==> config.mk <==
export PLATFORM = sky130hd
export DESIGN_NAME = rob_top
export DESIGN_NICKNAME = d
export VERILOG_FILES = /design/src/design/rob_pkg.sv /design/src/design/rob_ptr_ctrl.sv /design/src/design/rob_entry_ram.sv /design/src/design/rob_commit.sv /design/src/design/rob_top.sv
export SDC_FILE = /design/constraint.sdc
export NUM_CORES = 2
export LEC_CHECK = 0
export BUFFER_PORTS_ARGS = -buffer_cell sky130_fd_sc_hd__clkbuf_2
export CORE_MARGIN = 2
export CORE_UTILIZATION = 51
export CTS_CLUSTER_DIAMETER = 80
export DETAILED_ROUTE_END_ITERATION = 7
export GPL_ROUTABILITY_DRIVEN = 1
export PLACE_DENSITY = 0.68
export SLEW_MARGIN = 10
export SYNTH_ARGS = -nofsm -noshare
export SYNTH_HDL_FRONTEND = slang
export SYNTH_SLANG_ARGS = --single-unit
==> constraint.sdc <==
create_clock -name clk -period 5.75 [get_ports clk]
set_input_delay 1.15 -clock clk [delete_from_list [all_inputs] [get_ports clk]]
set_output_delay 1.15 -clock clk [all_outputs]
set_load 0.005 [all_outputs]
==> src/design/rob_pkg.sv <==
package rob_pkg;

    // Buffer geometry
    localparam int ROB_DEPTH = 16;                  // Live entries at most
    localparam int ROB_IDX_W = $clog2(ROB_DEPTH);   // Entry index, doubles as the tag
    localparam int ROB_CNT_W = ROB_IDX_W + 1;       // Occupancy 0 to ROB_DEPTH

    // Count value that means every slot is live
    localparam logic [ROB_CNT_W-1:0] ROB_FULL = ROB_CNT_W'(ROB_DEPTH);

    // Datapath widths
    localparam int XLEN   = 32;                     // Value, PC, instruction word
    localparam int PHYS_W = 7;                      // Physical register address
    localparam int ARCH_W = 5;                      // Architectural register number

    // Destination field inside the instruction word
    localparam int RD_LSB = 7;                      // rd sits at [11:7]

endpackage

==> src/design/rob_ptr_ctrl.sv <==
`timescale 1ns/1ps

module rob_ptr_ctrl (
    input  logic                          clk,
    input  logic                          rst,
    input  logic                          disp_valid,     // Decode offers an instruction
    output logic                          disp_ready,     // Room and no rewind this cycle
    output logic                          alloc,          // Dispatch accepted
    input  logic                          commit_pop,     // Head entry leaves
    input  logic                          br_done,
    input  logic                          br_mispredict,
    input  logic [rob_pkg::ROB_IDX_W-1:0] br_index,
    output logic [rob_pkg::ROB_IDX_W-1:0] head,           // Oldest live entry
    output logic [rob_pkg::ROB_IDX_W-1:0] tail            // Next free slot
);

    logic [rob_pkg::ROB_CNT_W-1:0] count;                // Live entries
    logic                          full;
    logic                          rewind;               // Mispredict resolved now
    logic [rob_pkg::ROB_IDX_W-1:0] br_dist;              // Branch offset from head

    assign full       = (count == rob_pkg::ROB_FULL);
    assign rewind     = br_done && br_mispredict;
    assign disp_ready = !full && !rewind;                // No dispatch during a rewind
    assign alloc      = disp_valid && disp_ready;
    assign br_dist    = br_index - head;                 // Wraps with the ring

    always_ff @(posedge clk or posedge rst) begin
        if (rst) begin
            head  <= '0;
            tail  <= '0;
            count <= '0;
        end else begin
            if (commit_pop) begin
                head <= head + 1'b1;                     // Ring wraps at depth
            end
            if (rewind) begin
                tail  <= br_index + 1'b1;                // Slot just past the branch
                // Branch stays live, so the count is its distance plus one
                count <= {1'b0, br_dist} + 1'b1 - commit_pop;
            end else begin
                if (alloc) begin
                    tail <= tail + 1'b1;
                end
                count <= count + alloc - commit_pop;     // Net occupancy change
            end
        end
    end

    // Occupancy never overflows and stays in step with the pointers
    a_count_in_step: assert property (
        @(posedge clk) disable iff (rst)
        (count <= rob_pkg::ROB_FULL) &&
        (count[rob_pkg::ROB_IDX_W-1:0] == tail - head)
    ) else $error("rob_ptr_ctrl: occupancy out of step with head and tail");

    // Commit stage only drains a live entry
    a_no_pop_empty: assert property (
        @(posedge clk) disable iff (rst) commit_pop |-> (count != '0)
    ) else $error("rob_ptr_ctrl: commit pop while empty");

endmodule

==> src/design/rob_entry_ram.sv <==
`timescale 1ns/1ps

module rob_entry_ram (
    input  logic                          clk,
    input  logic                          rst,
    input  logic                          alloc,          // Write new entry at tail
    input  logic [rob_pkg::ROB_IDX_W-1:0] tail,
    input  logic [rob_pkg::XLEN-1:0]      disp_instr,
    input  logic [rob_pkg::XLEN-1:0]      disp_pc,
    input  logic                          disp_reg_write,
    input  logic                          alu_done,
    input  logic [rob_pkg::ROB_IDX_W-1:0] alu_index,
    input  logic [rob_pkg::XLEN-1:0]      alu_value,
    input  logic [rob_pkg::PHYS_W-1:0]    alu_phys,
    input  logic                          mul_done,
    input  logic [rob_pkg::ROB_IDX_W-1:0] mul_index,
    input  logic [rob_pkg::XLEN-1:0]      mul_value,
    input  logic [rob_pkg::PHYS_W-1:0]    mul_phys,
    input  logic                          div_done,
    input  logic [rob_pkg::ROB_IDX_W-1:0] div_index,
    input  logic [rob_pkg::XLEN-1:0]      div_value,
    input  logic [rob_pkg::PHYS_W-1:0]    div_phys,
    input  logic                          br_done,        // Branch resolved
    input  logic [rob_pkg::ROB_IDX_W-1:0] br_index,
    input  logic [rob_pkg::XLEN-1:0]      br_link,        // Link value of the branch
    input  logic [rob_pkg::ROB_IDX_W-1:0] head,
    input  logic                          commit_pop,     // Head consumed this cycle
    output logic                          head_ready,
    output logic [rob_pkg::XLEN-1:0]      head_value,
    output logic [rob_pkg::ARCH_W-1:0]    head_dest,
    output logic [rob_pkg::PHYS_W-1:0]    head_phys,
    output logic                          head_reg_write,
    output logic [rob_pkg::XLEN-1:0]      head_pc
);

    // Per-entry state, ready flags are the only control bits
    logic [rob_pkg::ROB_DEPTH-1:0] ready_q;
    logic [rob_pkg::ROB_DEPTH-1:0] reg_write_q;
    logic [rob_pkg::ARCH_W-1:0]    dest_q  [rob_pkg::ROB_DEPTH];
    logic [rob_pkg::XLEN-1:0]      value_q [rob_pkg::ROB_DEPTH];
    logic [rob_pkg::PHYS_W-1:0]    phys_q  [rob_pkg::ROB_DEPTH];
    logic [rob_pkg::XLEN-1:0]      pc_q    [rob_pkg::ROB_DEPTH];

    logic [rob_pkg::ROB_IDX_W-1:0] live_len;             // Zero when empty or full
    logic [rob_pkg::ROB_DEPTH-1:0] stale;                // Slots outside the live window

    assign live_len = tail - head;

    // Discarded entries may have completed before the rewind.
    // Their flags are swept so the head never sees them once it wraps there.
    always_comb begin
        logic [rob_pkg::ROB_IDX_W-1:0] off;
        off   = '0;
        stale = '0;
        for (int i = 0; i < rob_pkg::ROB_DEPTH; i++) begin
            off      = i[rob_pkg::ROB_IDX_W-1:0] - head; // Age rank from head
            stale[i] = (live_len != '0) && (off >= live_len);
        end
    end

    always_ff @(posedge clk or posedge rst) begin
        if (rst) begin
            ready_q <= '0;
        end else begin
            ready_q <= ready_q & ~stale;                 // Later writes override
            if (alloc) begin
                ready_q[tail] <= 1'b0;                   // New entry not done
            end
            if (alu_done) begin
                ready_q[alu_index] <= 1'b1;
            end
            if (mul_done) begin
                ready_q[mul_index] <= 1'b1;
            end
            if (div_done) begin
                ready_q[div_index] <= 1'b1;
            end
            if (br_done) begin
                ready_q[br_index] <= 1'b1;
            end
            if (commit_pop) begin
                ready_q[head] <= 1'b0;                   // Slot free for reuse
            end
        end
    end

    always_ff @(posedge clk) begin
        if (alloc) begin
            reg_write_q[tail] <= disp_reg_write;
            dest_q[tail]      <= disp_instr[rob_pkg::RD_LSB +: rob_pkg::ARCH_W]; // rd field
            pc_q[tail]        <= disp_pc;
        end
        if (alu_done) begin
            value_q[alu_index] <= alu_value;
            phys_q[alu_index]  <= alu_phys;
        end
        if (mul_done) begin
            value_q[mul_index] <= mul_value;
            phys_q[mul_index]  <= mul_phys;
        end
        if (div_done) begin
            value_q[div_index] <= div_value;
            phys_q[div_index]  <= div_phys;
        end
        if (br_done) begin
            value_q[br_index] <= br_link;                // Link goes to rd
            phys_q[br_index]  <= '0;                     // No physical target
        end
    end

    // Head entry straight to the commit stage
    assign head_ready     = ready_q[head];
    assign head_value     = value_q[head];
    assign head_dest      = dest_q[head];
    assign head_phys      = phys_q[head];
    assign head_reg_write = reg_write_q[head];
    assign head_pc        = pc_q[head];

    // Execution units never report the same tag twice in one cycle
    a_distinct_tags: assert property (
        @(posedge clk) disable iff (rst)
        !(alu_done && mul_done && alu_index == mul_index) &&
        !(alu_done && div_done && alu_index == div_index) &&
        !(mul_done && div_done && mul_index == div_index)
    ) else $error("rob_entry_ram: two completions on one index");

    // Each entry completes exactly once while live
    a_no_double_done: assert property (
        @(posedge clk) disable iff (rst)
        !(alu_done && ready_q[alu_index]) && !(mul_done && ready_q[mul_index]) &&
        !(div_done && ready_q[div_index]) && !(br_done && ready_q[br_index])
    ) else $error("rob_entry_ram: completion for an entry already ready");

endmodule

==> src/design/rob_commit.sv <==
`timescale 1ns/1ps

module rob_commit (
    input  logic                       clk,
    input  logic                       rst,
    input  logic                       head_ready,       // Head entry has its result
    input  logic [rob_pkg::XLEN-1:0]   head_value,
    input  logic [rob_pkg::ARCH_W-1:0] head_dest,
    input  logic [rob_pkg::PHYS_W-1:0] head_phys,
    input  logic                       head_reg_write,
    input  logic [rob_pkg::XLEN-1:0]   head_pc,
    output logic                       commit_pop,       // Take the head this cycle
    output logic                       commit_valid,
    output logic [rob_pkg::XLEN-1:0]   commit_value,
    output logic [rob_pkg::ARCH_W-1:0] commit_dest,
    output logic [rob_pkg::PHYS_W-1:0] commit_phys,
    output logic                       commit_reg_write,
    output logic [rob_pkg::XLEN-1:0]   commit_pc,
    input  logic                       commit_ready      // Register file accepts
);

    // Slot free or emptied by the register file this edge
    assign commit_pop = head_ready && (!commit_valid || commit_ready);

    always_ff @(posedge clk or posedge rst) begin
        if (rst) begin
            commit_valid <= 1'b0;
        end else if (commit_pop) begin
            commit_valid <= 1'b1;                        // Refill back to back
        end else if (commit_ready) begin
            commit_valid <= 1'b0;                        // Drained, nothing behind
        end
    end

    always_ff @(posedge clk) begin
        if (commit_pop) begin
            commit_value     <= head_value;
            commit_dest      <= head_dest;
            commit_phys      <= head_phys;
            commit_reg_write <= head_reg_write;
            commit_pc        <= head_pc;
        end
    end

    // Ready head waits unchanged in the buffer while the slot is blocked
    a_head_waits: assert property (
        @(posedge clk) disable iff (rst)
        (commit_valid && !commit_ready && head_ready) |=>
            head_ready && $stable(head_value) && $stable(head_dest) &&
            $stable(head_phys) && $stable(head_reg_write) && $stable(head_pc)
    ) else $error("rob_commit: head entry changed while the slot was blocked");

endmodule

==> src/design/rob_top.sv <==
`timescale 1ns/1ps

module rob_top (
    input  logic                          clk,
    input  logic                          rst,
    // Dispatch from decode
    input  logic                          disp_valid,
    input  logic [rob_pkg::XLEN-1:0]      disp_instr,
    input  logic [rob_pkg::XLEN-1:0]      disp_pc,
    input  logic                          disp_reg_write,
    output logic                          disp_ready,
    output logic [rob_pkg::ROB_IDX_W-1:0] disp_index,     // Tag for issue, equals tail
    // Completion ports
    input  logic                          alu_done,
    input  logic [rob_pkg::ROB_IDX_W-1:0] alu_index,
    input  logic [rob_pkg::XLEN-1:0]      alu_value,
    input  logic [rob_pkg::PHYS_W-1:0]    alu_phys,
    input  logic                          mul_done,
    input  logic [rob_pkg::ROB_IDX_W-1:0] mul_index,
    input  logic [rob_pkg::XLEN-1:0]      mul_value,
    input  logic [rob_pkg::PHYS_W-1:0]    mul_phys,
    input  logic                          div_done,
    input  logic [rob_pkg::ROB_IDX_W-1:0] div_index,
    input  logic [rob_pkg::XLEN-1:0]      div_value,
    input  logic [rob_pkg::PHYS_W-1:0]    div_phys,
    // Branch resolution
    input  logic                          br_done,
    input  logic [rob_pkg::ROB_IDX_W-1:0] br_index,
    input  logic [rob_pkg::XLEN-1:0]      br_link,
    input  logic                          br_mispredict,
    // Commit toward the register file
    output logic                          commit_valid,
    output logic [rob_pkg::XLEN-1:0]      commit_value,
    output logic [rob_pkg::ARCH_W-1:0]    commit_dest,
    output logic [rob_pkg::PHYS_W-1:0]    commit_phys,
    output logic                          commit_reg_write,
    output logic [rob_pkg::XLEN-1:0]      commit_pc,
    input  logic                          commit_ready
);

    logic                          alloc;                // Dispatch accepted
    logic                          commit_pop;           // Head leaves the buffer
    logic [rob_pkg::ROB_IDX_W-1:0] head;
    logic                          head_ready;
    logic [rob_pkg::XLEN-1:0]      head_value;
    logic [rob_pkg::ARCH_W-1:0]    head_dest;
    logic [rob_pkg::PHYS_W-1:0]    head_phys;
    logic                          head_reg_write;
    logic [rob_pkg::XLEN-1:0]      head_pc;

    rob_ptr_ctrl ptr_ctrl_i (
        .clk, .rst, .disp_valid, .disp_ready, .alloc, .commit_pop,
        .br_done, .br_mispredict, .br_index, .head,
        .tail (disp_index)                               // Tail doubles as the tag
    );

    rob_entry_ram entry_ram_i (
        .clk, .rst, .alloc,
        .tail (disp_index),
        .disp_instr, .disp_pc, .disp_reg_write,
        .alu_done, .alu_index, .alu_value, .alu_phys,
        .mul_done, .mul_index, .mul_value, .mul_phys,
        .div_done, .div_index, .div_value, .div_phys,
        .br_done, .br_index, .br_link, .head, .commit_pop,
        .head_ready, .head_value, .head_dest, .head_phys, .head_reg_write, .head_pc
    );

    rob_commit commit_i (
        .clk, .rst,
        .head_ready, .head_value, .head_dest, .head_phys, .head_reg_write, .head_pc,
        .commit_pop, .commit_valid, .commit_value, .commit_dest, .commit_phys,
        .commit_reg_write, .commit_pc, .commit_ready
    );

endmodule

==> metrics.csv <==
metric,value,unit
status,"complete, but fails checks",
failed_checks,DRC,
clk_pin_slew,0.06,ns
numCtsBuffers,144,
regArea,38950,µm²
drt-total-wl,252300,µm
synth_top_cell_area_share,51.17,%
h-tree-depth,4,
skew,0.06001,ns
worst_pin_slew,1.371,ns
synth_edf_count,1197,
cts_tree,done,
cts.root.buffer_cell,clkbuf_16,
yosysMostFrequentCell,nand2_1,
avgSynthCellArea,10.87,µm²
drtIter0Drc,9498,
post_drt_wl_per_cell,30.59,µm
die_area,140700,µm²
grt_pass1_vias,52470,
layout-drive-gt1-share,17.96,%
cap_violations,0,
cp_data_required_time,6.48,ns
multi_input_area,28780,µm²
cp.arrival,4.83,ns
dp.cells,7949,
hold_class,input pin to async pin,
setup_violations,0,
start_util,51.22,%
clkLatencyLatePin,0.84,ns
grtUsageTotal,35.28,%
cts_buffer_depth,3,
period_needed,4.091,ns
core_area,137200,µm²
hold_viol,0,
path_max_fanout,38,
routabilityCongestion,0.9504,
num-fill-cells,11050,
grt_pass1_wl,360500,µm
path_cells,"inv_1, fa_1, xnor2_1, nand3_1, o21ai_2, o21ai_0, a2111oi_0, a2bb2oi_1",
finalNonFillerCells,8248,
via_count,55860,
synth-main-ff-cell,edfxtp_1,
chipHeight,375.1,µm
setup.worst_path.end_class,flip-flop,
drcViolationCount,11,
hpwl,139100,µm
synthTopCellsByArea,"edfxtp_1 (51%), mux4_2 (12%), nand2_1 (8.5%)",
grt_max_degree,74,
holdBufCountCts,0,
leakage,26.58,nW
vdd.ir_drop.worst,0.4111,mV
startpoint_type,flip-flop,
antenna_found_initial,58,
critPathKind,flip-flop to flip-flop,
slew_headroom,8.097,%
critPathTopFamily,compound AO/OA/AOI/OAI gates,
io_buffers,294,
overflow,0,
yosys_warnings,0,
reg2reg_slack,1.66,ns
cts_setup_buffers,0,
dr.pass1.iters,8,
vias_per_cell,6.772,
syn-instance-count,6460,
crit_buf_inv,1,
area_growth,10.73,%
power_density,416.1,nW/µm²
drv_slew,0,
fin_setup_tns,0,ns
std_cell_rows,136,
cts.sinks,1339,
synth_area,70250,µm²
synth_fp_nets,6751,
slowest_stage,dfrtp_4,
async_flop_share,2.240,%
die_x,375.1,µm
finalCritPeriodShare,71.15,%
rsz0062_at_grt,false,
fmax,0.2444,GHz
crit_path_max_incr_delay,0.85,ns
drtAntennaViolNets,0,
nets,6592,
ys_types,65,
synth_top_cell_by_area,edfxtp_1,
pin_count,322,
hold_slack,0.4571,ns
ys_top_cells_by_count,"nand2_1 (1586), edfxtp_1 (1197), a21oi_1 (1065)",
ys_ff_latch,1339,
cts_resized,0,
yosysSeqAreaShare,55.43,%
## metrics by stage
stage	total power, mW	instance area [µm²]	worst slack, ns	utilization [%]
final	32.37	77790	1.659	56.72
after global routing	33.54	77760	1.327	56.70
after CTS	32.38	77710	1.648	56.66
after detailed placement	22.90	72850	1.257	53.12
after global placement	22.67	72850	1.312	53.12
after floorplan	19.71	70260	0.7062	-
## kinds of logic after synthesis
kind of cell             synth area share (%)
adder cells (fa/ha/maj)                 1.001
AND/OR/NAND/NOR                         10.93
XOR/XNOR                               0.3117
multiplexers                            13.80
buffers and inverters                   4.403
AO/OA/AOI/OAI                           14.13
flip-flops                              55.43
## cell usage in the layout, fill, tap and decap left out, types with 9 or more instances in the layout
master | netlist | final
clkbuf_16 | 0 | 146
nand3_1 | 55 | 51
clkinv_16 | 0 | 12
nor2_4 | 0 | 39
diode_2 | 0 | 33
mux4_2 | 389 | 389
clkinv_1 | 0 | 32
nand3b_1 | 10 | 10
clkbuf_1 | 589 | 35
edfxtp_1 | 1197 | 1197
nor3_2 | 15 | 13
nand2_2 | 0 | 15
a221oi_1 | 66 | 66
a211oi_1 | 33 | 33
o21ai_0 | 493 | 491
o21ai_1 | 16 | 15
a21o_1 | 66 | 66
nand2b_1 | 13 | 13
dfrtp_1 | 30 | 27
clkbuf_2 | 0 | 294
nor3_4 | 0 | 10
nor2_1 | 204 | 167
a21oi_1 | 1065 | 1065
bufinv_16 | 0 | 12
buf_4 | 4 | 131
buf_12 | 0 | 12
ha_1 | 49 | 49
clkinv_2 | 0 | 14
dfxtp_1 | 112 | 112
mux2i_1 | 81 | 81
nand2_1 | 1586 | 1569
a22oi_1 | 31 | 31
xnor2_1 | 17 | 17
a2bb2oi_1 | 12 | 12
o221ai_1 | 9 | 9
inv_1 | 45 | 37
mux2_2 | 11 | 11
## area by class of cell
class | instances | share of cell area, %
Inverter | 46 | 0.2316
Antenna cell | 33 | 0.1062
Timing Repair Buffer | 437 | 3.465
Clock buffer | 187 | 4.964
Sequential cell | 1339 | 50.07
Tap cell | 1794 | 2.885
Clock inverter | 79 | 1.282
Multi-Input combinational cell | 4333 | 37.00
## worst min-delay path, cell delays in order
cell      delay, ns
clkbuf_2       0.12
inv_1          0.06
buf_4          0.37
## path summary, 6_finish.rpt
kind / from / endpoint / cells past startpoint
worst max-delay path: ptr_ctrl_i.head[1] / entry_ram_i.ready_q[11] / 8
worst min-delay path: rst / entry_ram_i.ready_q[7] / 3
worst max register to register: ptr_ctrl_i.head[1] / entry_ram_i.ready_q[11] / 8
worst min register to register: entry_ram_i.phys_q[15][2] / entry_ram_i.phys_q[15][2] / 2
max in group asynchronous: rst / ptr_ctrl_i.head[1] / 3
min in group clk: entry_ram_i.phys_q[15][2] / entry_ram_i.phys_q[15][2] / 2
## sequential cells by signal (all words and copies together) (netlist names)
register / flops
entry_ram_i.ready_q: 16
ptr_ctrl_i.tail: 4
commit_i.commit_reg_write: 1
entry_ram_i.phys_q: 112
entry_ram_i.value_q: 512
ptr_ctrl_i.head: 4
commit_i.commit_valid: 1
entry_ram_i.reg_write_q: 16
ptr_ctrl_i.count: 5
commit_i.commit_value: 32
commit_i.commit_pc: 32
commit_i.commit_dest: 5
entry_ram_i.dest_q: 80
entry_ram_i.pc_q: 512
commit_i.commit_phys: 7
## per-layer routing
layer | GRT usage (%) | vias up | wire length, µm
met2 | 52.17 | 4660 | 109900
met4 | 21.72 | 42 | 17790
met1 | 45.50 | 26720 | 86820
li1 | - | 23300 | -
met5 | 0.3087 | - | 334
met3 | 10.99 | 1137 | 37460
## report_power, final
| group | switching (mW) | total [mW] | internal [mW] |
|---|---|---|---|
| combinational | 5.58 | 10.1 | 4.55 |
| sequential | 0.647 | 12.7 | 12.1 |
| clock | 4.15 | 9.52 | 5.37 |
No activity file was read; power rests on OpenSTA's default activity.
